[src/design/xoodyak_config.svh]
`ifndef XOODYAK_CONFIG_SVH
`define XOODYAK_CONFIG_SVH

// Datapath widths
`define XOODYAK_STATE_W 384
`define XOODYAK_PLANE_W 128
`define XOODYAK_LANE_W 32

// Permutation schedule, 3 rounds per clock over 4 clocks
`define XOODOO_ROUNDS 12
`define XOODOO_ROUNDS_PER_CYCLE 3
`define XOODOO_PERM_CYCLES 4

// Command FIFO depth, equal to the host's starting command credits
`define CMD_FIFO_DEPTH 2

// Output words the DUT may send before the sink returns credits
`define OUT_CREDITS_INIT 2

`endif

[src/design/perm_ctrl_if.sv]
`default_nettype none

`include "xoodyak_config.svh"

interface perm_ctrl_if;

        // Pulse from the sequencer, one cycle, starts a permutation
        logic start;
        // High for the 4 clocks of a permutation
        logic active;
        // Which group of three rounds runs this clock
        logic [$clog2(`XOODOO_PERM_CYCLES)-1:0] round_group;
        // Final group of the permutation
        logic last_group;

        modport fsm (output start, input active, input last_group);

        modport counter (input start, output active, output round_group, output last_group);

        modport datapath (input active, input round_group);

endinterface

`default_nettype wire

[src/design/round_counter.sv]
`default_nettype none

`include "xoodyak_config.svh"

module round_counter (
        input  logic        clk,
        input  logic        reset,
        perm_ctrl_if.counter ctrl
);

        localparam int GRP_W = $clog2(`XOODOO_PERM_CYCLES);

        // Last group flagged in the same clock it runs
        assign ctrl.last_group = ctrl.active &&
                (ctrl.round_group == GRP_W'(`XOODOO_PERM_CYCLES - 1));

        always_ff @(posedge clk) begin
                if (reset) begin
                        ctrl.active      <= 1'b0;
                        ctrl.round_group <= '0;
                end else if (ctrl.start) begin
                        ctrl.active      <= 1'b1;
                        ctrl.round_group <= '0;
                end else if (ctrl.last_group) begin
                        // Drop out after group 3
                        ctrl.active      <= 1'b0;
                        ctrl.round_group <= '0;
                end else if (ctrl.active) begin
                        ctrl.round_group <= ctrl.round_group + 1'b1;
                end
        end

        // Sequencer only starts from idle
        a_no_restart: assert property (@(posedge clk) disable iff (reset)
                ctrl.start |-> !ctrl.active);

endmodule

`default_nettype wire

[src/flat_wrapper.sv]
// flat-port wrapper written by rule: the top's interface ports become plain ports
module round_counter_flat 
  (clk, reset, ctrl_start, ctrl_active, ctrl_round_group, ctrl_last_group);
  perm_ctrl_if ctrl_i ();
  input  logic clk;
  input  logic reset;
  input wire logic [$bits(ctrl_i.start)-1:0] ctrl_start;
  output wire logic [$bits(ctrl_i.active)-1:0] ctrl_active;
  output wire logic [$bits(ctrl_i.round_group)-1:0] ctrl_round_group;
  output wire logic [$bits(ctrl_i.last_group)-1:0] ctrl_last_group;
  assign ctrl_i.start = ctrl_start;
  assign ctrl_active = ctrl_i.active;
  assign ctrl_round_group = ctrl_i.round_group;
  assign ctrl_last_group = ctrl_i.last_group;
  round_counter u_core (.clk(clk), .reset(reset), .ctrl(ctrl_i));
endmodule
[config.mk]
export PLATFORM = sky130hd
export DESIGN_NAME = round_counter_flat
export DESIGN_NICKNAME = d
export VERILOG_FILES = /design/src/design/perm_ctrl_if.sv /design/src/design/round_counter.sv /design/src/flat_wrapper.sv
export VERILOG_INCLUDE_DIRS = /design/src /design/src/design
export SDC_FILE = /design/constraint.sdc
export NUM_CORES = 1
export LEC_CHECK = 0
export ABC_AREA = 1
export BUFFER_PORTS_ARGS = -buffer_cell sky130_fd_sc_hd__buf_2
export CORE_AREA = 10 10 47 49
export CTS_CLUSTER_SIZE = 16
export DETAILED_ROUTE_END_ITERATION = 6
export DIE_AREA = 0 0 57 59
export PLACE_DENSITY_LB_ADDON = 0.12
export SLEW_MARGIN = 15
export SYNTH_ARGS = -nofsm -noshare
export SYNTH_HDL_FRONTEND = slang
export SYNTH_SLANG_ARGS = --single-unit
export TNS_END_PERCENT = 1
[constraint.sdc]
create_clock -name clk -period 2.1 [get_ports clk]
set_input_delay 0.21 -clock clk [delete_from_list [all_inputs] [get_ports clk]]
set_output_delay 0.21 -clock clk [all_outputs]
set_load 0.05 [all_outputs]
==> run_results.csv <==
group,metric,value,unit
timing,tns,0,ns
critical_path,slowest_delay,0.35,ns
power,leakagePower,0.128,nW
logic_synthesis,ys_warn_count,0,
timing,grt_setup_unrepaired,"no",
timing,period_needed,1.37,ns
routing,drtPass1Iterations,2,
timing,fmax,731,MHz
timing,max-slew-margin-rel,83.1,%
clocking,cts_buffers,3,
critical_path,reg2reg_from,"u_core.ctrl.round_group[0]",
critical_path,required,1.89,ns
grt,grt_usage,3.06,%
min_path,hold_path_class,"in -> reg",
grt,grt_pass1_wl,724,um
final_layout,diodes,0,
timing,setup_viol,0,
clocking,htree_levels,1,
grt,grt_max_degree,8,
routing,avgViaCountPerCell,3.14,
critical_path,crit_path_end_kind,"primary output",
logic_synthesis,synth_cell_types,8,
routing,dr.first_iter.drc_count,1,
clocking,cts.sinks,3,
critical_path,cp_top_family,"flip-flops",
place,gp_congestion,0.638,
logic_synthesis,synthCells,23,
timing,drv_slew,0,
clocking,cts-resized-gates,0,
power,ir_drop,0.218,mV
routing,vias,154,
final_layout,nets,38,
min_path,min_from,"reset",
final_layout,drive_gt1_share,36.4,%
power,power_per_cell_area,813,nW/um2
clocking,cts_tree,"yes",
flow_run,drv_cap,0,
run_status,status,"complete, no violations",
power,power,186,uW
critical_path,startpoint_type,"register",
timing,fin_crit_sh,65.1,%
logic_synthesis,synthesis.area,153,um2
critical_path,startpoint,"u_core.ctrl.round_group[0]",
critical_path,arrival,1.16,ns
place,dp_hpwl,331,um
critical_path,cp_max_fo,4,
clocking,clk_latency,0.23,ns
grt,grt-ovfl-total,0,
logic_synthesis,synth_top_area_share,39.3,%
logic_synthesis,synth_seq_cells,3,
critical_path,crit_type,"reg -> out",
critical_path,cp_num_buf_inv,2,
logic_synthesis,yosys.area.top_type,"dfxtp_1",
die,std_cell_rows,14,
timing,tightest_slew,0.255,ns
die,core,1400,um2
logic_synthesis,synth.avg_cell_area,6.64,um2
die,initial_utilization,10.9,%
place,port_buffers,6,
routing,drc,0,
critical_path,cp_cell_sequence,"ha_1 > nand2_1 > inv_1 > buf_2",
final_layout,fillers,173,
logic_synthesis,synth_area_leaders,"dfxtp_1 (39%), inv_1 (15%), nand2_1 (12%)",
routing,ant_nets,0,
timing,finClkSkew,0.00369,ns
die,die_w,57,um
timing,setup_ws,0.732,ns
clocking,path_clk_slew,0.04,ns
critical_path,regToRegSetupSlack,1.14,ns
routing,routedWlPerCell,8.22,um
clocking,root_buffer,"clkbuf_4",
die,io_pins,7,
clocking,post_cts_buffers,0,
die,die-area,3360,um2
grt,grt_pass1_vias,170,
grt,antenna_found_initial,0,
final_layout,syn2layout_area_growth,50.0,%
place,preCtsSetupSlack,0.964,ns
logic_synthesis,ys_seq_area_share,39.3,%
final_layout,final_cell_mix,"inv_1 (6), buf_2 (6), nand2_1 (5)",
critical_path,cpMaxStageDelayCell,"dfxtp_1",
timing,finalHoldViolations,0,
die,die_h,59,um
routing,routed_wirelength,403,um
logic_synthesis,synth_nets,27,
clocking,hold_buffers,0,
clocking,clockBufferDepth,2,
-- logic make-up (layout without fill, tap and decap cells) --
kind of cell               count (synthesis)  in the layout  synth area share (%)
and+or+nand+nor                           12             12                  34.4
buffers and inverters                      6             16                  14.8
DFF                                        3              3                  39.3
adders and majority gates                  1              1                  8.20
AOI/OAI and AO/OA                          1              1                  3.28
-- registers in the layout, indices dropped and copies added, names as in the netlist --
signal,count
u_core.ctrl.round_group,2
u_core.ctrl.active,1
-- worst paths after layout --
path | to | cells past startpoint
setup / recovery | ctrl_last_group | 4
hold / removal | u_core.ctrl.active | 2
setup reg to reg | u_core.ctrl.round_group[1] | 5
hold reg to reg | u_core.ctrl.round_group[0] | 3
-- area by class of cell --
cell class | count | area [um2] | share of cell area (%)
sequential | 3 | 60.1 | 26.2
clock buffer | 4 | 26.3 | 11.5
timing repair buffer | 6 | 30.0 | 13.1
multi-input combinational | 14 | 70.1 | 30.6
tap | 16 | 20.0 | 8.74
inverter | 6 | 22.5 | 9.84
-- cell usage after synthesis --
cell type  number
nor2_2          2
nor2_1          4
ha_1            1
nand2_1         5
a21oi_1         1
dfxtp_1         3
inv_1           6
nand2_2         1
-- per-stage QoR --
| step | hold WS (ns) | instances | area (um2) | utilization, % |
|---|---|---|---|---|
| 2_1_floorplan | 0.282 | 23 | 153 | - |
| 3_3_place_gp | 0.392 | 45 | 203 | 14.5 |
| 3_5_place_dp | 0.391 | 45 | 203 | 14.5 |
| 4_1_cts | 0.143 | 49 | 229 | 16.3 |
| 5_1_grt | 0.170 | 49 | 229 | 16.3 |
| 6_report | 0.155 | 49 | 229 | 16.3 |
-- per-layer routing --
| layer | up-vias | track usage (%) | part of all wire (%) | wire, um |
|---|---|---|---|---|
| li1 | 84 | - | - | - |
| met1 | 66 | 2.12 | 30 | 120 |
| met2 | 2 | 4.81 | 63 | 252 |
| met3 | 2 | 1.50 | 5.5 | 22 |
| met4 | 0 | 5.03 | 2.0 | 8 |
| met5 | - | 0 | 0 | 0 |
-- report_power, final --
group / internal [mW] / switching (mW) / leakage [nW] / total (mW)
clock: 0.0713 / 0.0304 / 0.0150 / 0.102
combinational: 0.00612 / 0.0152 / 0.0887 / 0.0213
sequential: 0.0598 / 0.00334 / 0.0246 / 0.0631
(Power assumes the default switching activity.)
