**src/design/xoodyak_config.svh**
```systemverilog
`ifndef XOODYAK_CONFIG_SVH
`define XOODYAK_CONFIG_SVH

// Datapath widths
`define XOODYAK_STATE_W 384
`define XOODYAK_PLANE_W 128
`define XOODYAK_LANE_W 32

// Permutation schedule, 3 rounds per clock over 4 clocks
`define XOODOO_ROUNDS 12
`define XOODOO_ROUNDS_PER_CYCLE 3
`define XOODOO_PERM_CYCLES 4

// Command FIFO depth, equal to the host's starting command credits
`define CMD_FIFO_DEPTH 2

// Output words the DUT may send before the sink returns credits
`define OUT_CREDITS_INIT 2

`endif

```
**src/design/xoodyak_pkg.sv**
```systemverilog
`default_nettype none

`include "xoodyak_config.svh"

package xoodyak_pkg;

        // One plane, lane x sits at bits 32x upward
        typedef logic [`XOODYAK_PLANE_W/`XOODYAK_LANE_W-1:0][`XOODYAK_LANE_W-1:0] plane_t;

        // Full state, plane y sits at bits 128y upward
        typedef plane_t [`XOODYAK_STATE_W/`XOODYAK_PLANE_W-1:0] xoodyak_state_t;

        // Host command codes, code 3 is unused
        typedef enum logic [1:0] {
                CMD_INIT    = 2'd0,
                CMD_ABSORB  = 2'd1,
                CMD_SQUEEZE = 2'd2
        } cmd_op_t;

        // One FIFO entry
        typedef struct packed {
                cmd_op_t op;
                plane_t  block;
        } cmd_t;

        // Round constants in round order, LSB lands on z = 0 of lane 0
        localparam logic [`XOODYAK_LANE_W-1:0] XOODOO_RC [`XOODOO_ROUNDS] = '{
                32'h058, 32'h038, 32'h3c0, 32'h0d0, 32'h120, 32'h014,
                32'h060, 32'h02c, 32'h380, 32'h0f0, 32'h1a0, 32'h012
        };

endpackage

`default_nettype wire

```
**src/design/cmd_fifo.sv**
```systemverilog
`default_nettype none

`include "xoodyak_config.svh"

module cmd_fifo import xoodyak_pkg::*; (
        input  logic clk,
        input  logic reset,
        input  logic wr_en,
        input  cmd_t wr_cmd,
        input  logic rd_en,
        output cmd_t rd_cmd,
        output logic not_empty,
        output logic credit
);

        localparam int DEPTH = `CMD_FIFO_DEPTH;
        localparam int PTR_W = (DEPTH > 1) ? $clog2(DEPTH) : 1;
        localparam int CNT_W = $clog2(DEPTH + 1);

        // Entry storage
        cmd_t mem [DEPTH];

        logic [PTR_W-1:0] wr_ptr;
        logic [PTR_W-1:0] rd_ptr;
        logic [CNT_W-1:0] count;
        logic             full;
        logic             do_rd;

        assign full      = (count == CNT_W'(DEPTH));
        assign not_empty = (count != '0);
        assign do_rd     = rd_en && not_empty;

        // Head entry read combinationally
        assign rd_cmd = mem[rd_ptr];

        // One host credit goes back with every pop
        assign credit = do_rd;

        always_ff @(posedge clk) begin
                if (wr_en) begin
                        mem[wr_ptr] <= wr_cmd;
                end
        end

        // --------------------------------------------------
        // Pointers and fill count
        // --------------------------------------------------
        always_ff @(posedge clk) begin
                if (reset) begin
                        wr_ptr <= '0;
                        rd_ptr <= '0;
                        count  <= '0;
                end else begin
                        if (wr_en) begin
                                wr_ptr <= (wr_ptr == PTR_W'(DEPTH - 1)) ? '0 : wr_ptr + 1'b1;
                        end
                        if (do_rd) begin
                                rd_ptr <= (rd_ptr == PTR_W'(DEPTH - 1)) ? '0 : rd_ptr + 1'b1;
                        end
                        // Simultaneous push and pop leaves the count alone
                        case ({wr_en, do_rd})
                                2'b10:   count <= count + 1'b1;
                                2'b01:   count <= count - 1'b1;
                                default: count <= count;
                        endcase
                end
        end

        // Host spent a credit it did not hold
        a_no_overflow: assert property (@(posedge clk) disable iff (reset)
                wr_en |-> (!full || do_rd));

endmodule

`default_nettype wire

```
**config.mk**
```make
export PLATFORM = sky130hd
export DESIGN_NAME = cmd_fifo
export DESIGN_NICKNAME = d
export VERILOG_FILES = /design/src/design/xoodyak_pkg.sv /design/src/design/cmd_fifo.sv
export VERILOG_INCLUDE_DIRS = /design/src /design/src/design
export SDC_FILE = /design/constraint.sdc
export NUM_CORES = 1
export LEC_CHECK = 0
export BUFFER_PORTS_ARGS = -buffer_cell sky130_fd_sc_hd__buf_4
export CORE_MARGIN = 2
export CORE_UTILIZATION = 35
export DETAILED_ROUTE_END_ITERATION = 10
export GPL_TIMING_DRIVEN = 0
export PLACE_DENSITY = 0.62
export SLEW_MARGIN = 30
export SYNTH_ARGS = -nofsm -noshare
export SYNTH_HDL_FRONTEND = slang
export SYNTH_SLANG_ARGS = --single-unit
export TNS_END_PERCENT = 10
```
**constraint.sdc**
```tcl
create_clock -name clk -period 13.6 [get_ports clk]
set_input_delay 0 -clock clk [delete_from_list [all_inputs] [get_ports clk]]
set_output_delay 0 -clock clk [all_outputs]
set_load 0.005 [all_outputs]
```
==> summary.md <==
| Metric | Value |
|---|---|
| CTS tree | yes |
| Synth top area cells | sky130_fd_sc_hd__edfxtp_1 (82%), sky130_fd_sc_hd__mux2_2 (15%), sky130_fd_sc_hd__dfxtp_1 (1.0%) |
| Cell with the largest stage delay on the worst path | sky130_fd_sc_hd__dfxtp_1 |
| Max-Cap Viols | 0 |
| Count of non-filler cells in the finished layout | 1226 |
| RR Startpoint | wr_ptr |
| Routed len/inst | 17.0 um |
| CP endpoint kind | output port |
| Final clock period utilization by the worst path | 0.151 |
| Total vias in the final route | 5506 |
| Critical Path AT | 2.05 ns |
| Crit path largest cell delay | 0.38 ns |
| Clock tree sinks | 265 |
| Cell area after technology mapping | 9570 um2 |
| Library cells used by synthesis | 16 |
| Max H-tree Level | 1 |
| Hold-fix buffers, CTS | 133 |
| Core area | 26900 um2 |
| Antenna diode count | 0 |
| Layout cells sized above 1 | 0.523 |
| Cell depth of the worst min-delay path | 2 |
| Largest fanout of any net on the critical path | 10 |
| Vias in the first global route | 6069 |
| Final nets | 999 |
| Cell taking the most area after synthesis | sky130_fd_sc_hd__edfxtp_1 |
| Number of antenna violations at the first check in global routing | 0 |
| Post-layout min period | 2.05 ns |
| Main synth FF type | sky130_fd_sc_hd__edfxtp_1 |
| Depth of the worst register-to-register path | 5 |
| Rel. slew slack | 0.703 |
| Final sum of negative setup slack | 0 ns |
| Slack of the worst reg-to-reg path | 11.77 ns |
| I/O Buffers | 265 |
| Req. time, crit path | 13.60 ns |
| Unrepaired setup endpoints after global routing | false |
| Post-CTS Repair Setup Buffers | 0 |
| Flip-flop and latch count after synthesis | 265 |
| Average instance area after synthesis | 22.5 um2 |
| Startpoint-to-endpoint class of the critical path | reg -> out |
| TritonCTS Buffers | 28 |
| Hold Path Class | in -> reg |
| Outcome | completed |
| Horizontal extent of the die | 169 um |
| Leak Pwr | 5.50 nW |
| Clock latency reported for the late side of the worst-skew pair | 0.53 ns |
| Most numerous cell in the Yosys netlist | sky130_fd_sc_hd__edfxtp_1 |
| Vias per inst | 4.49 |
| Worst slew pin tran | 0.445 ns |
| Clock skew after layout | 0.00638 ns |
| List of cells traversed by the critical path | buf_2 > buf_4 > mux2_2 > buf_4 |
| Clk root buf | sky130_fd_sc_hd__clkbuf_16 |
| Pin count of the biggest net entering global routing | 49 |
| Number of detailed-route iterations in the first pass | 4 |
| HPWL after detailed placement | 13700 um |
| Post-CTS sizing | 0 |
| Startpoint types | flip-flop |
| Overall fraction of global-route tracks in use | 0.139 |
| Max-slew violation total from the final report | 0 |
| Number of synthesized flops with an enable pin | 260 |
| Post-synthesis async set-or-reset flop share | 0 |
| Routability cong. | 0.721 |
| Site Rows | 60 |
| Detail Route Antenna Nets | 0 |
| Overall routed net length | 20800 um |
| CP top delay family | buffers and inverters |
| List of most frequent post-synthesis cells | sky130_fd_sc_hd__edfxtp_1 (260), sky130_fd_sc_hd__mux2_2 (130), sky130_fd_sc_hd__buf_4 (10) |
| Buf/Inv on CP | 3 |
| Synth-to-Final Area Change | 52.2% |
| Full die area | 28700 um2 |
| Chip Height | 169 um |
| Grt ovf | 0 |
| Worst Hold Launch | wr_cmd[41] |
| Sequential element share of the synthesized area | 0.826 |
| Number of gates on the worst path with buffers counted | 4 |
| Count of endpoints failing hold in the final timing report | 0 |
| Clock transition at the registers of the reported paths | 0.06 ns |
| Starting Density | 0.356 |
| Worst-case clock buffer depth | 3 |
| Total of endpoints with negative setup slack in the final report | 0 |
| Top-level port count | 266 |
| Worst Hold Path EP | mem[1][41] |
| Maximum ir drop on the vdd rail | 0.122 mV |
| Synth Instances | 426 |
| Post-synth top area share | 0.816 |
| Most frequent CP cell | sky130_fd_sc_hd__buf_4 |
| Fmax | 487 MHz |
| First-pass GRT wire length | 31600 um |
| Syn nets | 561 |
| Total number of yosys warnings | 0 |
| Final hold slack | 0.193 ns |
| Cell Pwr Density | 157 nW/um2 |
| Placed Cells | 1042 |
| DRC violations left | 0 |
| Number of DRC violations after detailed-routing iteration 0 | 180 |
| Power, Total | 2.29 mW |
| Terminus of the critical flop-to-flop path | mem[0][16] |
metal layers:
layer  global-route usage  vias to the layer above  wire [um]
met1                0.157                     2701       8160
li1                     -                     2578          -
met3               0.0417                       38       1400
met4               0.0427                        0        567
met5                    0                        -          0
met2                0.254                      189      10700
cells in the final DEF, fill, tap and decap left out, drive strengths merged:
master | Yosys | final
or2 | 1 | 1
or3 | 1 | 1
clkinvlp | 0 | 1
dfxtp | 5 | 5
mux2 | 130 | 130
and2 | 1 | 1
xor2 | 1 | 1
buf | 14 | 289
clkbuf | 0 | 33
edfxtp | 260 | 260
xnor2 | 3 | 3
o21a | 1 | 1
ha | 1 | 1
bufinv | 0 | 6
clkinv | 0 | 11
o21ai | 1 | 1
dlygate4sd3 | 0 | 133
nor2 | 5 | 5
a21oi | 1 | 1
inv | 1 | 1
worst max-delay path by stage:
stage	start	endpoint	slack [ns]
6_report	flip-flop	rd_cmd[93]	11.55
5_1_grt	flip-flop	rd_cmd[101]	11.39
4_1_cts	flip-flop	rd_cmd[93]	11.44
3_5_place_dp	wr_ptr	mem[0][16]	11.77
3_3_place_gp	wr_ptr	mem[0][14]	4.60
2_1_floorplan	wr_ptr	mem[0][0]	7.25
state kept, by name (all words and copies together) (netlist names), named ones only:
name / flops
mem: 260
count: 2
rd_ptr: 1
wr_ptr: 1
kinds of logic after synthesis:
family          synth area share
fa+ha+maj                0.00131
mux                        0.153
buf+inv                   0.0103
compound gates           0.00183
xor+xnor                 0.00366
flops                      0.826
simple gates             0.00392
worst reg2reg max path: cells and delay by family (launching register included):
family / cells / cell delay [ns]
buf+inv: 4 / 0.77
flops: 1 / 0.36
simple gates: 1 / 0.40
cell type report:
type	count	area (um2)
buffer	14	95.1
clock buffer	33	741
clock inverter	18	235
fill	2073	12300
inverter	1	3.75
multi-input combinational	146	1580
sequential	265	7910
tap	341	427
timing repair buffer	408	3580
metrics by stage:
step	util	setup slack (ns)	cell area, um2
final	0.542	11.55	14600
after global placement	0.446	4.60	12000
after floorplan	-	7.25	9570
after detailed placement	0.456	11.77	12300
after CTS	0.542	11.44	14600
after global routing	0.542	11.39	14600
where the power goes:
group          total [mW]  internal [mW]  switching, mW
combinational       0.520          0.312          0.208
sequential          0.971          0.956         0.0145
clock               0.795          0.499          0.296
(Power assumes the default switching activity.)
