[config.mk]
export PLATFORM = sky130hd
export DESIGN_NAME = xoodoo_rounds_flat
export DESIGN_NICKNAME = d
export VERILOG_FILES = /design/src/design/xoodyak_pkg.sv /design/src/design/perm_ctrl_if.sv /design/src/design/xoodoo_rounds.sv /design/src/flat_wrapper.sv
export VERILOG_INCLUDE_DIRS = /design/src /design/src/design
export SDC_FILE = /design/constraint.sdc
export NUM_CORES = 2
export LEC_CHECK = 0
export BUFFER_PORTS_ARGS = -buffer_cell sky130_fd_sc_hd__buf_4
export CAP_MARGIN = 25
export CORE_MARGIN = 3
export CORE_UTILIZATION = 55
export DETAILED_ROUTE_END_ITERATION = 16
export PLACE_DENSITY = 0.76
export SLEW_MARGIN = 5
export SYNTH_ARGS = -nofsm -noshare
export SYNTH_HDL_FRONTEND = slang
export SYNTH_SLANG_ARGS = --single-unit
[constraint.sdc]
create_clock -name vclk -period 6.46
set_clock_uncertainty 0.1 [all_clocks]
set_input_delay 0.646 -clock vclk [all_inputs]
set_output_delay 0.646 -clock vclk [all_outputs]
set_load 0.005 [all_outputs]
[src/design/xoodyak_config.svh]
`ifndef XOODYAK_CONFIG_SVH
`define XOODYAK_CONFIG_SVH

// Datapath widths
`define XOODYAK_STATE_W 384
`define XOODYAK_PLANE_W 128
`define XOODYAK_LANE_W 32

// Permutation schedule, 3 rounds per clock over 4 clocks
`define XOODOO_ROUNDS 12
`define XOODOO_ROUNDS_PER_CYCLE 3
`define XOODOO_PERM_CYCLES 4

// Command FIFO depth, equal to the host's starting command credits
`define CMD_FIFO_DEPTH 2

// Output words the DUT may send before the sink returns credits
`define OUT_CREDITS_INIT 2

`endif

[src/design/xoodyak_pkg.sv]
`default_nettype none

`include "xoodyak_config.svh"

package xoodyak_pkg;

        // One plane, lane x sits at bits 32x upward
        typedef logic [`XOODYAK_PLANE_W/`XOODYAK_LANE_W-1:0][`XOODYAK_LANE_W-1:0] plane_t;

        // Full state, plane y sits at bits 128y upward
        typedef plane_t [`XOODYAK_STATE_W/`XOODYAK_PLANE_W-1:0] xoodyak_state_t;

        // Host command codes, code 3 is unused
        typedef enum logic [1:0] {
                CMD_INIT    = 2'd0,
                CMD_ABSORB  = 2'd1,
                CMD_SQUEEZE = 2'd2
        } cmd_op_t;

        // One FIFO entry
        typedef struct packed {
                cmd_op_t op;
                plane_t  block;
        } cmd_t;

        // Round constants in round order, LSB lands on z = 0 of lane 0
        localparam logic [`XOODYAK_LANE_W-1:0] XOODOO_RC [`XOODOO_ROUNDS] = '{
                32'h058, 32'h038, 32'h3c0, 32'h0d0, 32'h120, 32'h014,
                32'h060, 32'h02c, 32'h380, 32'h0f0, 32'h1a0, 32'h012
        };

endpackage

`default_nettype wire

[src/design/perm_ctrl_if.sv]
`default_nettype none

`include "xoodyak_config.svh"

interface perm_ctrl_if;

        // Pulse from the sequencer, one cycle, starts a permutation
        logic start;
        // High for the 4 clocks of a permutation
        logic active;
        // Which group of three rounds runs this clock
        logic [$clog2(`XOODOO_PERM_CYCLES)-1:0] round_group;
        // Final group of the permutation
        logic last_group;

        modport fsm (output start, input active, input last_group);

        modport counter (input start, output active, output round_group, output last_group);

        modport datapath (input active, input round_group);

endinterface

`default_nettype wire

[src/design/xoodoo_rounds.sv]
`default_nettype none

`include "xoodyak_config.svh"

module xoodoo_rounds import xoodyak_pkg::*; (
        input  xoodyak_state_t   state_in,
        perm_ctrl_if.datapath    ctrl,
        output xoodyak_state_t   state_out
);

        localparam int LANES = `XOODYAK_PLANE_W / `XOODYAK_LANE_W;
        localparam int RPC   = `XOODOO_ROUNDS_PER_CYCLE;

        // Cyclic shift toward higher z
        function automatic logic [`XOODYAK_LANE_W-1:0] rotl(
                input logic [`XOODYAK_LANE_W-1:0] v,
                input int                         n
        );
                rotl = (v << n) | (v >> (`XOODYAK_LANE_W - n));
        endfunction

        // --------------------------------------------------
        // One Xoodoo round
        // --------------------------------------------------
        function automatic xoodyak_state_t xoodoo_round(
                input xoodyak_state_t             a,
                input logic [`XOODYAK_LANE_W-1:0] rc
        );
                xoodyak_state_t t;
                xoodyak_state_t w;
                xoodyak_state_t c;
                plane_t         p;
                plane_t         e;
                int             x;
                // Theta, column parity folded back into every plane
                p = a[0] ^ a[1] ^ a[2];
                for (x = 0; x < LANES; x++) begin
                        e[x] = rotl(p[(x + LANES - 1) % LANES], 5)
                             ^ rotl(p[(x + LANES - 1) % LANES], 14);
                end
                t[0] = a[0] ^ e;
                t[1] = a[1] ^ e;
                t[2] = a[2] ^ e;
                // Rho west, plane 1 moves one lane, plane 2 rotates by 11
                w[0] = t[0];
                for (x = 0; x < LANES; x++) begin
                        w[1][x] = t[1][(x + LANES - 1) % LANES];
                        w[2][x] = rotl(t[2][x], 11);
                end
                // Iota on lane 0 of plane 0
                w[0][0] = w[0][0] ^ rc;
                // Chi
                c[0] = w[0] ^ (~w[1] & w[2]);
                c[1] = w[1] ^ (~w[2] & w[0]);
                c[2] = w[2] ^ (~w[0] & w[1]);
                // Rho east, plane 1 by one bit, plane 2 two lanes and 8 bits
                xoodoo_round[0] = c[0];
                for (x = 0; x < LANES; x++) begin
                        xoodoo_round[1][x] = rotl(c[1][x], 1);
                        xoodoo_round[2][x] = rotl(c[2][(x + LANES - 2) % LANES], 8);
                end
        endfunction

        xoodyak_state_t stage [RPC + 1];

        assign stage[0] = state_in;

        // Three chained rounds, constants picked by group and position
        for (genvar i = 0; i < RPC; i++) begin : g_round
                logic [`XOODYAK_LANE_W-1:0] rc;
                assign rc           = XOODOO_RC[int'(ctrl.round_group) * RPC + i];
                assign stage[i + 1] = xoodoo_round(stage[i], rc);
        end

        assign state_out = stage[RPC];

endmodule

`default_nettype wire

[src/flat_wrapper.sv]
// flat-port wrapper written by rule: the top's interface ports become plain ports
module xoodoo_rounds_flat import xoodyak_pkg::*;
  (state_in, state_out, ctrl_active, ctrl_round_group);
  perm_ctrl_if ctrl_i ();
  input  xoodyak_state_t state_in;
  output xoodyak_state_t state_out;
  input wire logic [$bits(ctrl_i.active)-1:0] ctrl_active;
  input wire logic [$bits(ctrl_i.round_group)-1:0] ctrl_round_group;
  assign ctrl_i.active = ctrl_active;
  assign ctrl_i.round_group = ctrl_round_group;
  xoodoo_rounds u_core (.state_in(state_in), .ctrl(ctrl_i), .state_out(state_out));
endmodule
==> results.toml, run 1 <==
[synthesis]
synthCells = 4300
syn_nets = 4689
yosysSeqAreaShare = 0
yosys_warnings = 0
ys_types = 54
synth_area_per_cell_um2 = 11.8
syn-cell-area_mm2 = 0.0506

[place]
io_buffers = 770
place_area_mm2 = 0.0720
dp_hpwl_um = 263000
gp_congestion = 1.32
numPlacedInstances = 8105

[floorplanning]
num_rows = 110
ios = 771
die_w_um = 309
die_h_um = 309
start_util = 0.558

[grt]
grt_pass1_vias = 59294
grt_pass1_wl_um = 486000
grt_util_all_layers = 0.719
grt-ovfl-total = 495
grt_max_degree = 9

[run_status]
outcome = "aborted with a tool error"
flow.stopped_at = "global routing"
error_line = "[ERROR GRT-0116] Global routing finished with congestion. Check the congestion regions in the DRC Viewer."
==> cell families after synthesis <==
| logic type | Yosys count | share of synthesized area |
|---|---|---|
| xor gates and xnor gates | 2916 | 0.864 |
| buffers and inverters | 25 | 0.00289 |
| and+or+nand+nor | 1229 | 0.115 |
| adders and majority gates | 2 | 0.000494 |
| AOI/OAI and AO/OA | 128 | 0.0181 |
==> Yosys cell counts (7+ instances only) <==
| master | n | area (um2) |
|---|---|---|
| a21o_1 | 9 | 67.6 |
| or3_1 | 11 | 68.8 |
| nand2b_1 | 155 | 970 |
| a211oi_1 | 18 | 135 |
| xnor2_2 | 59 | 960 |
| a211o_1 | 13 | 114 |
| a21oi_1 | 17 | 85.1 |
| xnor2_1 | 1044 | 9140 |
| xnor3_2 | 41 | 975 |
| nor2_1 | 389 | 1460 |
| and2_1 | 10 | 62.6 |
| xor3_1 | 232 | 5520 |
| buf_4 | 12 | 90.1 |
| xor2_1 | 556 | 4870 |
| o22ai_1 | 7 | 43.8 |
| a22oi_1 | 7 | 52.6 |
| xnor3_1 | 896 | 20200 |
| nand2_1 | 375 | 1410 |
| o21ai_0 | 14 | 70.1 |
| xor2_2 | 10 | 163 |
| nand3_1 | 12 | 60.1 |
| o211a_1 | 10 | 100 |
| nor3_1 | 11 | 55.1 |
| and3_1 | 13 | 81.3 |
| xor3_2 | 77 | 1930 |
| nor2b_1 | 219 | 1370 |
| o211ai_1 | 21 | 158 |
==> what timing repair did <==
item                                    4_1_cts
gates resized for setup                     168
hold endpoints to repair                      0
hold buffers                                  0
buffers inserted                             21
pin swaps                                    21
endpoints found under the setup margin      287
==> metrics by stage <==
| step | TNS (ns) | hold slack (ns) | worst slack [ns] |
|---|---|---|---|
| CTS | -0.106 | 1.86 | -0.0786 |
| detailed placement | -18.35 | 1.85 | -0.401 |
| global placement | -8.64 | 1.85 | -0.411 |
| floorplan | 0 | 1.61 | 0.803 |
==> metal layers <==
metal	overflow	track usage
met5	0	0.292
met4	209	0.680
met3	4	0.607
met2	280	0.873
met1	2	0.715
==> inputs of run 2 (changes only) <==
Settings changed: CORE_UTILIZATION 55 to 40, PLACE_DENSITY 0.76 to unset, PLACE_DENSITY_LB_ADDON set to 0.15.
==> run 2 against run 1 <==
The flow now finishes, with violations (setup timing). Synthesized cell count is the same. Area after synthesis is the same.
==> results.toml, run 2 <==
[finish]
layout_common_cells = "buf_4 (3575), xnor2_1 (807), xnor3_1 (535)"
final_common_cell = "buf_4"
final_nets = 8433
nFillCells = 9314
nClkBuffers = 0
drive_above_1_share = 0.618
seq_cell_count = 0
seqCellArea_um2 = 0
area_growth_pct = 72.3
multi_input_area_mm2 = 0.0554

[min_path]
min-delay-path-class = "in2out"
holdPathStages = 7

[flow_run]
maxCapViolCount = 0

[grt]
grt_pass1_vias = 49631
grt_util_all_layers = 0.498
grt_antenna_before_repair = 11
grt-ovfl-total = 0
grt_pass1_wl_um = 428000
grt_max_degree = 10

[detailed_routing]
wirelength_um = 346000
drc_errors = 0
wl_met3_um = 39800
via_count = 51986
top_layer_used = "met5"
dr_wl_met2_um = 142000
wirelength_met1_um = 118000
first_pass_iters = 6
antenna_left = 0
drtIter0Drc = 6260
detail_route.wl_per_cell_um = 35.7
viasPerCell = 5.37

[synthesis]
synth_area_per_cell_um2 = 11.8
synth_area_leader_cell = "xnor3_1"
ys_types = 54
yosys.area.top_type_share = 0.398
yosysMostFrequentCell = "xnor2_1"
syn-cell-area_mm2 = 0.0506
yosysSeqAreaShare = 0
syn_nets = 4689
yosys_warnings = 0
ys_top_cells_by_area = "xnor3_1 (40%), xnor2_1 (18%), xor3_1 (11%)"
synthCells = 4300
netlist_top_cells_count = "xnor2_1 (1044), xnor3_1 (896), xor2_1 (556)"

[sta]
slew_violations = 0
post-route-min-period_ns = 6.61
worst_slew_pin_slew_ns = 0.918
fmax_mhz = 151
rsz0062_at_grt = "true"
fin_crit_sh = 1.02
fin_ws_ns = -0.148
final_hold_viol_count = 0
relSlewSlack = 0.386
setup_viol = 58

[place]
gp_congestion = 1.14
dp_hpwl_um = 310000
pre_cts_slack_ns = -0.586
io_buffers = 770

[critical_path]
endpoint_kind = "output pin"
start_kind = "input port"
cp.required_ns = 5.71
path_class = "in2out"
crit_path_max_fanout = 6
critPathArrivalTime_ns = 5.86

[floorplanning]
floorplan.die_area_mm2 = 0.131
ios = 771
die_w_um = 362
start_util = 0.406
design.core.area_mm2 = 0.125
die_h_um = 362
num_rows = 129

[run_status]
outcome = "complete, but fails checks"
violations = "setup timing"
[run 2: cell counts after synthesis]
Identical to the previous run, type by type.
[run 2: logic make-up after synthesis]
logic type / share of synthesized area
xor+xnor: 0.864
fa+ha+maj: 0.000494
buf+inv: 0.00289
simple gates: 0.115
compound gates: 0.0181
[run 2: final timing paths]
kind	startpoint	endpoint	slack [ns]
worst max-delay path	state_in[15]	state_out[369]	-0.15
worst min-delay path	ctrl_round_group[1]	state_out[2]	2.04
[run 2: final cells by class]
class	instances	share of cell area
multi-input cells	4275	0.635
repair buffers	3761	0.341
well taps	1637	0.0235
inverters	6	0.000258
diodes	2	0.0000574
[run 2: per-stage QoR]
step           setup TNS [ns]  utilization  std cells  hold WS [ns]  area, um2
2_1_floorplan               0            -       4300          1.61      50600
3_3_place_gp           -64.42        0.637       9380          2.03      79500
3_5_place_dp           -69.35        0.637       9380          2.04      79500
4_1_cts                -0.190        0.652       9412          2.05      81300
5_1_grt                 -4.32        0.699       9679          2.08      87200
6_report                -2.00        0.699       9681          2.04      87200
[run 2: metal layers]
| metal | vias to the layer above | track usage |
|---|---|---|
| met1 | 25460 | 0.582 |
| met3 | 1026 | 0.115 |
| met2 | 3645 | 0.752 |
| met4 | 10 | 0.481 |
| li1 | 21845 | - |
| met5 | - | 0 |
[run 2: timing repair]
action                                 4_1_cts  5_1_grt
hold buffers                                 0        0
setup endpoints to repair                  382      375
resized for setup                          349      876
pin swaps                                   69      423
buffers inserted                            32      281
endpoints found under the hold margin        0        0
cloned                                       0        0
[run 2: critical path, cell delays in order]
cell	delay [ns]
buf_4	0.09
xor3_2	0.49
buf_4	0.19
buf_4	0.14
xnor3_2	0.33
xnor2_1	0.22
buf_4	0.25
xnor3_2	0.58
xor3_1	0.44
nor2b_2	0.19
xnor2_2	0.14
buf_6	0.21
xor3_2	0.53
xnor3_2	0.46
xnor2_2	0.15
buf_4	0.19
nor2_4	0.13
xor2_2	0.20
buf_4	0.15
buf_4	0.10
Power of run 2 is not shown: default switching activity piles up to over one toggle a cycle in this logic, so the estimate is an artifact.
