`config.mk`:
```
export PLATFORM = sky130hd
export DESIGN_NAME = cyclist_fsm_flat
export DESIGN_NICKNAME = d
export VERILOG_FILES = /design/src/design/xoodyak_pkg.sv /design/src/design/perm_ctrl_if.sv /design/src/design/cyclist_fsm.sv /design/src/flat_wrapper.sv
export VERILOG_INCLUDE_DIRS = /design/src /design/src/design
export SDC_FILE = /design/constraint.sdc
export NUM_CORES = 1
export LEC_CHECK = 0
export BUFFER_PORTS_ARGS = -buffer_cell sky130_fd_sc_hd__buf_2
export CORE_AREA = 5 5 42 44
export DETAILED_ROUTE_END_ITERATION = 6
export DIE_AREA = 0 0 47 49
export SLEW_MARGIN = 30
export SYNTH_ARGS = -nofsm -noshare
export SYNTH_HDL_FRONTEND = slang
export SYNTH_SLANG_ARGS = --single-unit
```
`constraint.sdc`:
```
create_clock -name clk -period 2.1 [get_ports clk]
set_clock_uncertainty 0.15 [all_clocks]
set_input_delay 0.315 -clock clk [delete_from_list [all_inputs] [get_ports clk]]
set_output_delay 0.315 -clock clk [all_outputs]
set_load 0.01 [all_outputs]
```
`src/design/xoodyak_config.svh`:
```
`ifndef XOODYAK_CONFIG_SVH
`define XOODYAK_CONFIG_SVH

// Datapath widths
`define XOODYAK_STATE_W 384
`define XOODYAK_PLANE_W 128
`define XOODYAK_LANE_W 32

// Permutation schedule, 3 rounds per clock over 4 clocks
`define XOODOO_ROUNDS 12
`define XOODOO_ROUNDS_PER_CYCLE 3
`define XOODOO_PERM_CYCLES 4

// Command FIFO depth, equal to the host's starting command credits
`define CMD_FIFO_DEPTH 2

// Output words the DUT may send before the sink returns credits
`define OUT_CREDITS_INIT 2

`endif

```
`src/design/xoodyak_pkg.sv`:
```
`default_nettype none

`include "xoodyak_config.svh"

package xoodyak_pkg;

        // One plane, lane x sits at bits 32x upward
        typedef logic [`XOODYAK_PLANE_W/`XOODYAK_LANE_W-1:0][`XOODYAK_LANE_W-1:0] plane_t;

        // Full state, plane y sits at bits 128y upward
        typedef plane_t [`XOODYAK_STATE_W/`XOODYAK_PLANE_W-1:0] xoodyak_state_t;

        // Host command codes, code 3 is unused
        typedef enum logic [1:0] {
                CMD_INIT    = 2'd0,
                CMD_ABSORB  = 2'd1,
                CMD_SQUEEZE = 2'd2
        } cmd_op_t;

        // One FIFO entry
        typedef struct packed {
                cmd_op_t op;
                plane_t  block;
        } cmd_t;

        // Round constants in round order, LSB lands on z = 0 of lane 0
        localparam logic [`XOODYAK_LANE_W-1:0] XOODOO_RC [`XOODOO_ROUNDS] = '{
                32'h058, 32'h038, 32'h3c0, 32'h0d0, 32'h120, 32'h014,
                32'h060, 32'h02c, 32'h380, 32'h0f0, 32'h1a0, 32'h012
        };

endpackage

`default_nettype wire

```
`src/design/perm_ctrl_if.sv`:
```
`default_nettype none

`include "xoodyak_config.svh"

interface perm_ctrl_if;

        // Pulse from the sequencer, one cycle, starts a permutation
        logic start;
        // High for the 4 clocks of a permutation
        logic active;
        // Which group of three rounds runs this clock
        logic [$clog2(`XOODOO_PERM_CYCLES)-1:0] round_group;
        // Final group of the permutation
        logic last_group;

        modport fsm (output start, input active, input last_group);

        modport counter (input start, output active, output round_group, output last_group);

        modport datapath (input active, input round_group);

endinterface

`default_nettype wire

```
`src/design/cyclist_fsm.sv`:
```
`default_nettype none

`include "xoodyak_config.svh"

module cyclist_fsm import xoodyak_pkg::*; (
        input  logic        clk,
        input  logic        reset,
        input  cmd_op_t     head_op,
        input  logic        head_valid,
        output logic        pop,
        output logic        load_zero,
        output logic        load_absorb,
        output logic        out_valid,
        input  logic        out_credit,
        perm_ctrl_if.fsm    ctrl
);

        localparam int CRED_W = $clog2(`OUT_CREDITS_INIT + 1);

        typedef enum logic [1:0] {
                ST_IDLE,
                ST_PERM_ABSORB,
                ST_PERM_SQUEEZE
        } fsm_state_t;

        fsm_state_t        state;
        fsm_state_t        state_next;
        logic [CRED_W-1:0] credits;
        logic              is_squeeze;
        logic              spend;
        logic              perm_done;

        assign is_squeeze = (head_op == CMD_SQUEEZE);
        assign perm_done  = ctrl.active && ctrl.last_group;

        // Pop only from idle and hold a squeeze back while no output credit is left
        assign pop = (state == ST_IDLE) && head_valid && !(is_squeeze && credits == '0);

        assign load_zero   = pop && (head_op == CMD_INIT);
        assign load_absorb = pop && (head_op == CMD_ABSORB);
        assign ctrl.start  = pop && (head_op == CMD_ABSORB || is_squeeze);

        // Squeeze reserves its output credit at the pop
        assign spend = pop && is_squeeze;

        always_comb begin
                state_next = state;
                case (state)
                        ST_IDLE: begin
                                if (pop && head_op == CMD_ABSORB) begin
                                        state_next = ST_PERM_ABSORB;
                                end else if (spend) begin
                                        state_next = ST_PERM_SQUEEZE;
                                end
                        end
                        ST_PERM_ABSORB, ST_PERM_SQUEEZE: begin
                                if (perm_done) begin
                                        state_next = ST_IDLE;
                                end
                        end
                        default: state_next = ST_IDLE;
                endcase
        end

        // --------------------------------------------------
        // State, output strobe and credit count
        // --------------------------------------------------
        always_ff @(posedge clk) begin
                if (reset) begin
                        state     <= ST_IDLE;
                        out_valid <= 1'b0;
                        credits   <= CRED_W'(`OUT_CREDITS_INIT);
                end else begin
                        state <= state_next;
                        // Plane 0 is final on the clock after the last group
                        out_valid <= (state == ST_PERM_SQUEEZE) && perm_done;
                        credits   <= credits + CRED_W'(out_credit) - CRED_W'(spend);
                end
        end

        // Sink returned more credits than it was given
        a_credit_bound: assert property (@(posedge clk) disable iff (reset)
                credits <= CRED_W'(`OUT_CREDITS_INIT));

        // Only the three defined codes reach the FIFO head
        a_op_legal: assert property (@(posedge clk) disable iff (reset)
                head_valid |-> head_op inside {CMD_INIT, CMD_ABSORB, CMD_SQUEEZE});

endmodule

`default_nettype wire

```
`src/flat_wrapper.sv`:
```
// flat-port wrapper written by rule: the top's interface ports become plain ports
module cyclist_fsm_flat import xoodyak_pkg::*;
  (clk, reset, head_op, head_valid, pop, load_zero, load_absorb, out_valid, out_credit, ctrl_start, ctrl_active, ctrl_last_group);
  perm_ctrl_if ctrl_i ();
  input  logic clk;
  input  logic reset;
  input  cmd_op_t head_op;
  input  logic head_valid;
  output logic pop;
  output logic load_zero;
  output logic load_absorb;
  output logic out_valid;
  input  logic out_credit;
  output wire logic [$bits(ctrl_i.start)-1:0] ctrl_start;
  input wire logic [$bits(ctrl_i.active)-1:0] ctrl_active;
  input wire logic [$bits(ctrl_i.last_group)-1:0] ctrl_last_group;
  assign ctrl_start = ctrl_i.start;
  assign ctrl_i.active = ctrl_active;
  assign ctrl_i.last_group = ctrl_last_group;
  cyclist_fsm u_core (.clk(clk), .reset(reset), .head_op(head_op), .head_valid(head_valid), .pop(pop), .load_zero(load_zero), .load_absorb(load_absorb), .out_valid(out_valid), .out_credit(out_credit), .ctrl(ctrl_i));
endmodule
```
==> impl_metrics.tcl, run 1 <==
set metrics [dict create \
    yosysUniqueCellTypes 20 \
    clock_tree.root_cell "clkbuf_4" \
    crit_family "adder cells" \
    synth_top_family_by_area "adder cells" \
    critPathCaptureType "flop" \
    clk_latency_ns 0.25 \
    grt_pass1_wl_mm 1.31 \
    synth_top_area_frac 0.266 \
    maxCapViolCount 0 \
    drt_iter0_markers 5 \
    setup_ws_ns 0.177 \
    final_layout_size_suffix_gt1_frac 0.351 \
    pre_cts_slack_ns 0.0552 \
    wl_per_cell_um 10.6 \
    post-route-drc-count 0 \
    synth_seq_cells 5 \
    clk_path_buf_depth 2 \
    ant_nets 0 \
    synth_nets 56 \
    synth_adder_area_share 0.233 \
    crit_fanout 5 \
    diodes 0 \
    cts_inserted_buffers 3 \
    yosys.area_share.xor_xnor 0.0465 \
    clk_pin_slew_ns 0.05 \
    drv_slew 0 \
    cp_slowest_cell "dfxtp_1" \
    clock-sinks 5 \
    track_usage 0.0810 \
    p_leak_nw 0.254 \
    setup_tns_ns 0 \
    die_y_um 49 \
    outcome "completed" \
    tightestPinTransition_ns 0.394 \
    synth_area_leaders "dfxtp_1 (27%), ha_1 (23%), inv_1 (6.0%), a2111oi_2 (4.0%), and2_1 (3.3%)" \
    vias 333 \
    nets 73 \
    start_util 0.269 \
    cts_setup_buffers 0 \
    synthToLayoutAreaGrowth_pct 28.9 \
    grt-ovfl-total 0 \
    ys_seq_area_frac 0.266 \
    synth_cells 41 \
    r2r_setup_slack_ns 0.18 \
    setup_viol 0 \
    finalWirelength_um 771 \
    synth.area.mux_share 0 \
    path_class "flop to flop" \
    cts_hold_buffers 0 \
    power.density_nw_per_um2 669 \
    grt_antenna_before_repair 0 \
    cp.arrival_ns 1.90 \
    fin_crit_sh 0.916 \
    crit_required_ns 2.08 \
    fin_crit_ns 1.92 \
    post_cts_resized 0 \
    core-area_um2 1400 \
    viasPerCell 4.56 \
    htreeDepth 1 \
    fmax_mhz 520 \
    cts_tree "built" \
    synth_area_um2 377 \
    syn_avg_cell_area_um2 9.19 \
    path_cells "inv_1 -> ha_2 -> o2111a_2 -> ha_1 -> inv_1 -> ha_1 -> xor2_1 -> xnor2_1 -> nand2b_1" \
    cp-start-kind "flop" \
    die_w_um 47 \
    final_hold_viol_count 0 \
    min_path_type "primary input to flop" \
    io_pins 13 \
    yosysTopAreaCell "dfxtp_1" \
    first_pass_iters 2 \
    routabilityCongestion 0.641 \
    synthSimpleGateAreaFrac 0.173 \
    grt_max_degree 7 \
    dieArea_um2 2300 \
    max_slew_margin 0.735 \
    critPathBufInv 2 \
    first_global_vias 320 \
    cp_slowest_stage_delay_ns 0.37 \
    fp-row-count 14 \
    synth_compound_area_frac 0.223 \
    port-buffer-count 12 \
    rsz0062_at_grt "no" \
    ir_drop_uv 226 \
    dp_hpwl_um 639 \
    yosys_warnings 0 \
]
-- final cells by class --
type | count | area (um^2)
Multi-Input combinational cell | 30 | 256
Fill cell | 155 | 916
Timing Repair Buffer | 12 | 60.1
Clock buffer | 4 | 26.3
Inverter | 6 | 22.5
Tap cell | 16 | 20.0
Sequential cell | 5 | 100
-- path summary, 6_finish.rpt --
kind | cells after the start | from | endpoint
worst max-delay path | 9 | u_core.state[1] | u_core.credits[1]
worst min-delay path | 2 | reset | u_core.state[1]
worst max register to register | 9 | u_core.state[1] | u_core.credits[1]
worst min register to register | 2 | u_core.state[1] | u_core.state[1]
-- synth_stat cells, drive strengths merged --
| cell type | count |
|---|---|
| a2111oi | 1 |
| a21bo | 1 |
| a21boi | 1 |
| a21oi | 3 |
| a221o | 1 |
| and2 | 2 |
| and4b | 1 |
| dfxtp | 5 |
| ha | 7 |
| inv | 6 |
| nand2 | 2 |
| nand2b | 1 |
| nand3 | 1 |
| nor2 | 3 |
| nor2b | 2 |
| o2111a | 1 |
| o211a | 1 |
| xnor2 | 1 |
| xor2 | 1 |
-- power breakdown --
part           internal, mW  switching (mW)
clock                0.0721          0.0432
combinational        0.0454          0.0488
sequential            0.106         0.00868
-- layer usage --
layer / GRT usage / part of all wire / vias to the layer above
met3: 0.0554 / 0.12 / 2
met1: 0.0991 / 0.42 / 145
met5: 0 / 0 / -
met2: 0.111 / 0.45 / 14
li1: - / - / 172
met4: 0.0276 / 0.0065 / 0
-- worst register-to-register path, stage by stage, from the launching register on --
cell	delay (ns)
dfxtp_1	0.37
inv_1	0.06
ha_2	0.20
o2111a_2	0.17
ha_1	0.27
inv_1	0.04
ha_1	0.18
xor2_1	0.16
xnor2_1	0.13
nand2b_1	0.08
-- through the flow --
| stage | area (um^2) | utilization | power [mW] | hold slack (ns) | cells |
|---|---|---|---|---|---|
| finish | 485 | 0.346 | 0.325 | 0.151 | 73 |
| global route | 485 | 0.346 | 0.351 | 0.172 | 73 |
| CTS | 483 | 0.345 | 0.328 | 0.153 | 73 |
| detailed placement | 457 | 0.326 | 0.210 | 0.389 | 69 |
| global placement | 457 | 0.326 | 0.207 | 0.379 | 69 |
| floorplan | 377 | - | 0.181 | 0.234 | 41 |
-- cell usage in the layout, fill, tap and decap left out, drive strengths merged, types with 2 or more instances in the layout --
cell type | synthesis | layout
buf | 0 | 12
ha | 7 | 7
inv | 6 | 6
dfxtp | 5 | 5
clkbuf | 0 | 4
nor2 | 3 | 3
a21oi | 3 | 3
nand2 | 2 | 2
and2 | 2 | 2
nor2b | 2 | 2
-- flip-flops by register name (all words and copies together) (netlist names) --
register / count
u_core.state: 2
u_core.credits: 2
u_core.out_valid: 1
-- kinds of logic (layout without fill, tap and decap cells) --
family | after synthesis | after routing
simple gates | 12 | 12
compound gates | 9 | 9
fa+ha+maj | 7 | 7
buf+inv | 6 | 22
flops | 5 | 5
xor+xnor | 2 | 2
Note: power is estimated with default switching activity, not from simulation.
==> run 2, diff against run 1 <==
CELL_PAD_IN_SITES_DETAIL_PLACEMENT = 0   (was unset)
CELL_PAD_IN_SITES_GLOBAL_PLACEMENT = 1   (was unset)
PLACE_DENSITY_LB_ADDON = 0.1   (was unset)
==> impl_metrics.tcl, run 2 (same netlist as run 1, synthesis figures left out) <==
set metrics [dict create \
    outcome "completed" \
    diodes 0 \
    cp_slowest_cell "dfxtp_1" \
    grt-ovfl-total 0 \
    start_util 0.269 \
    port-buffer-count 12 \
    final_cells 74 \
    cp_slowest_stage_delay_ns 0.30 \
    cts_inserted_buffers 3 \
    htreeDepth 1 \
    crit_required_ns 1.63 \
    die_w_um 47 \
    clock_tree.root_cell "clkbuf_4" \
    critPathCaptureType "output pin" \
    path_cells "inv_1 -> ha_1 -> buf_4 -> nand3_1 -> a21oi_1 -> buf_2" \
    dieArea_um2 2300 \
    p_leak_nw 0.259 \
    grt_max_degree 7 \
    timing.rr.start "u_core.state[1]" \
    hold_start "reset" \
    setup_tns_ns 0 \
    max_slew_margin 0.767 \
    viasPerCell 4.70 \
    setup_viol 0 \
    fin_crit_ns 1.96 \
    io_pins 13 \
    tightestPinTransition_ns 0.346 \
    mostFrequentLayoutCells "buf_2 (12), ha_1 (7), inv_1 (6)" \
    first_global_vias 349 \
    cp-start-kind "flop" \
    cts_tree "built" \
    vias 348 \
    dp_hpwl_um 714 \
    post-route-drc-count 0 \
    cts_setup_buffers 0 \
    maxCapViolCount 0 \
    final_layout_size_suffix_gt1_frac 0.345 \
    path_class "flop to output pin" \
    first_pass_iters 2 \
    nets 74 \
    critPathLaunch "u_core.state[0]" \
    power.density_nw_per_um2 661 \
    track_usage 0.0865 \
    reg_top3 "u_core.credits x2, u_core.state x2, u_core.out_valid x1" \
    ant_nets 0 \
    min_path_type "primary input to flop" \
    final_hold_viol_count 0 \
    grt_pass1_wl_mm 1.40 \
    cp.arrival_ns 1.50 \
    routabilityCongestion 0.720 \
    dpl.cell_count 70 \
    ir_drop_uv 317 \
    post_cts_resized 0 \
    clk_pin_slew_ns 0.05 \
    cts_hold_buffers 0 \
    synthToLayoutAreaGrowth_pct 30.2 \
    grt_antenna_before_repair 0 \
    clk_path_buf_depth 2 \
    core-area_um2 1400 \
    drt_iter0_markers 3 \
    clk_latency_ns 0.24 \
    die_y_um 49 \
    clock-sinks 5 \
    fin_crit_sh 0.935 \
    fmax_mhz 509 \
    fp-row-count 14 \
    layout_commonest_cell "buf_2" \
    crit_fanout 4 \
    drv_slew 0 \
    rsz0062_at_grt "no" \
    finalWirelength_um 824 \
    wl_per_cell_um 11.1 \
]
## run 2: layout make-up
type | instances | area [um^2]
Inverter | 6 | 22.5
Tap cell | 16 | 20.0
Timing Repair Buffer | 13 | 67.6
Multi-Input combinational cell | 30 | 254
Clock buffer | 4 | 26.3
Sequential cell | 5 | 100
Fill cell | 158 | 911
## run 2: final timing paths
path | endpoint | cells after the start | slack, ns
max | load_absorb | 6 | 0.14
min | u_core.credits[0] | 2 | 0.17
max reg2reg | u_core.credits[1] | 9 | 0.18
min reg2reg | u_core.credits[1] | 2 | 0.39
## run 2: critical path: cells and delay by family, from the launching register on
| kind | cells | cell delay, ns |
|---|---|---|
| fa+ha+maj | 1 | 0.18 |
| simple gates | 1 | 0.07 |
| flops | 1 | 0.30 |
| buf+inv | 3 | 0.42 |
| compound gates | 1 | 0.29 |
## run 2: where the power goes
| part | switching, mW | leakage (nW) | internal, mW | total [mW] |
|---|---|---|---|---|
| logic | 0.0504 | 0.203 | 0.0473 | 0.0976 |
| clock network | 0.0397 | 0.0150 | 0.0719 | 0.112 |
| registers | 0.00871 | 0.0410 | 0.106 | 0.115 |
| total | 0.0988 | 0.259 | 0.226 | 0.324 |
## run 2: routing by layer
layer / track usage / wire length [um] / share of wire
met1: 0.0897 / 357 / 0.43
met2: 0.131 / 403 / 0.49
met3: 0.0554 / 63 / 0.076
met4: 0.0415 / 0 / 0
met5: 0 / 0 / 0
## run 2: per-stage QoR
stage                     hold WS, ns  utilization  setup slack, ns  power [mW]  cell area (um^2)
final                           0.174        0.350            0.136       0.324               490
after floorplan                 0.234            -            0.265       0.181               377
after detailed placement        0.375        0.331           0.0132       0.215               464
after global routing            0.178        0.350           0.0201       0.354               490
after CTS                       0.171        0.350            0.144       0.332               490
after global placement          0.369        0.331            0.106       0.211               464
==> run 3, diff against run 2 <==
--- a/config.mk
+++ b/config.mk
@@ -15,2 +15,3 @@
 export PLACE_DENSITY_LB_ADDON = 0.1
+export RECOVER_POWER = 50
 export SLEW_MARGIN = 30
==> constraint.sdc (replaced) <==
create_clock -name clk -period 2.1 [get_ports clk]
set_clock_uncertainty 0.15 [all_clocks]
set_input_delay 0.42 -clock clk [delete_from_list [all_inputs] [get_ports clk]]
set_output_delay 0.42 -clock clk [all_outputs]
set_load 0.01 [all_outputs]
==> impl_metrics.tcl, run 3 (same netlist as run 1, synthesis figures left out) <==
set metrics [dict create \
    outcome "completed" \
    cp-endpoint "load_zero" \
    crit_family "flip-flops" \
    timing.rr.start "u_core.state[1]" \
    r2r_end "u_core.credits[1]" \
    fin_crit_ns 2.00 \
    path_class "flop to output pin" \
    critPathLaunch "u_core.state[1]" \
    post_dp_cell_area_um2 479 \
    drv_slew 0 \
    finalWirelength_um 875 \
    layout_commonest_cell "buf_2" \
    htreeDepth 1 \
    clk_latency_ns 0.24 \
    seq_power_share 0.347 \
    dp_hpwl_um 739 \
    grt_max_degree 7 \
    final_layout_size_suffix_gt1_frac 0.383 \
    cts_inserted_buffers 3 \
    first_pass_iters 4 \
    critPathCaptureType "output pin" \
    routabilityCongestion 0.769 \
    grt-ovfl-total 0 \
    cp_slowest_cell "dfxtp_1" \
    path_cells "inv_1 -> ha_1 -> buf_4 -> nand2_1 -> a21oi_2 -> and2_1 -> buf_2" \
    fin_crit_sh 0.950 \
    crit_required_ns 1.53 \
    cp_slowest_stage_delay_ns 0.36 \
    switching_share 0.309 \
    p_comb_frac 0.318 \
    fmax_mhz 501 \
    grt_pass1_wl_mm 1.47 \
    cp-start-kind "flop" \
    power.density_nw_per_um2 647 \
    tightestPinTransition_ns 0.331 \
    wl_per_cell_um 11.5 \
    cts_hold_buffers 0 \
    grt_antenna_before_repair 0 \
    die_w_um 47 \
    final_cells 76 \
    post-route-drc-count 0 \
    drt_iter0_markers 5 \
    port-buffer-count 12 \
    power.clock.fraction 0.335 \
    p_sw_uw 102 \
    fp-row-count 14 \
    clk_pin_slew_ns 0.05 \
    viasPerCell 4.72 \
    cts_setup_buffers 0 \
    first_global_vias 376 \
    clk_path_buf_depth 2 \
    ant_nets 0 \
    final_hold_viol_count 0 \
    dieArea_um2 2300 \
    cts_tree "built" \
    max_slew_margin 0.778 \
    setup_viol 0 \
    clock-sinks 5 \
    mostFrequentLayoutCells "buf_2 (11), ha_1 (7), inv_1 (6)" \
    power_uw 331 \
    nets 76 \
    p_leak_nw 0.265 \
    final_area_um2 512 \
    reg_top3 "u_core.credits x2, u_core.state x2, u_core.out_valid x1" \
    intPower_uw 229 \
    cp.arrival_ns 1.43 \
    ir_drop_uv 304 \
    maxCapViolCount 0 \
    dpl.cell_count 72 \
    setup_tns_ns 0 \
    critPathBufInv 3 \
    diodes 0 \
    io_pins 13 \
    start_util 0.269 \
    core-area_um2 1400 \
    vias 359 \
    post-route-util 0.365 \
    reg2reg_depth 9 \
    crit_cells 7 \
    min_path_type "primary input to flop" \
    synthToLayoutAreaGrowth_pct 35.9 \
    r2r_setup_slack_ns 0.19 \
    crit_fanout 4 \
    die_y_um 49 \
    clock_tree.root_cell "clkbuf_4" \
    track_usage 0.0909 \
]
## run 3: repair_timing
| action | in CTS | in global routing |
|---|---|---|
| endpoints found under the setup margin | 0 | 3 |
| gates resized for setup | 0 | 2 |
| endpoints found under the hold margin | 0 | 0 |
## run 3: how the worst min path moves through the flow
stage | from | endpoint | cells after the start
3_5_place_dp | u_core.state[1] | u_core.state[1] | 2
5_1_grt | reset | u_core.state[1] | 2
2_1_floorplan | reset | u_core.state[1] | 1
3_3_place_gp | u_core.credits[1] | u_core.credits[1] | 2
4_1_cts | reset | u_core.state[1] | 2
6_report | reset | u_core.state[1] | 2
## run 3: metal layers
metal | global-route usage | vias up | part of all wire
li1 | - | 181 | -
met1 | 0.0903 | 170 | 0.39
met2 | 0.143 | 8 | 0.53
met3 | 0.0701 | 0 | 0.079
met4 | 0.0276 | 0 | 0
met5 | 0 | - | 0
## run 3: final cells by class
type / count / area (um^2)
fillers: 163 / 890
multi-input cells: 30 / 262
flip-flops and latches: 5 / 100
repair buffers: 15 / 81.3
clock buffers: 4 / 26.3
inverters: 6 / 22.5
well taps: 16 / 20.0
## run 3: worst reg2reg max path, delay by kind of cell, from the launching register on
family / cells / cell delay, ns
AOI/OAI and AO/OA: 1 / 0.16
and+or+nand+nor: 1 / 0.07
DFF: 1 / 0.36
adders and majority gates: 3 / 0.65
xor gates and xnor gates: 2 / 0.31
buffers and inverters: 2 / 0.09
## run 3: power groups by stage
stage          registers, mW  clock network [mW]  logic (mW)
3_3_place_gp           0.117                   0      0.0967
3_5_place_dp           0.117                   0       0.102
4_1_cts                0.115               0.117       0.104
5_1_grt                0.116               0.126       0.121
6_report               0.115               0.111       0.105
2_1_floorplan          0.115                   0      0.0660
## run 3: through the flow
stage | setup slack (ns) | hold WS [ns]
after floorplan | 0.183 | 0.339
after global placement | 0.0845 | 0.376
after global routing | -0.0145 | 0.287
after detailed placement | -0.00246 | 0.396
after CTS | 0.0329 | 0.281
final | 0.104 | 0.283
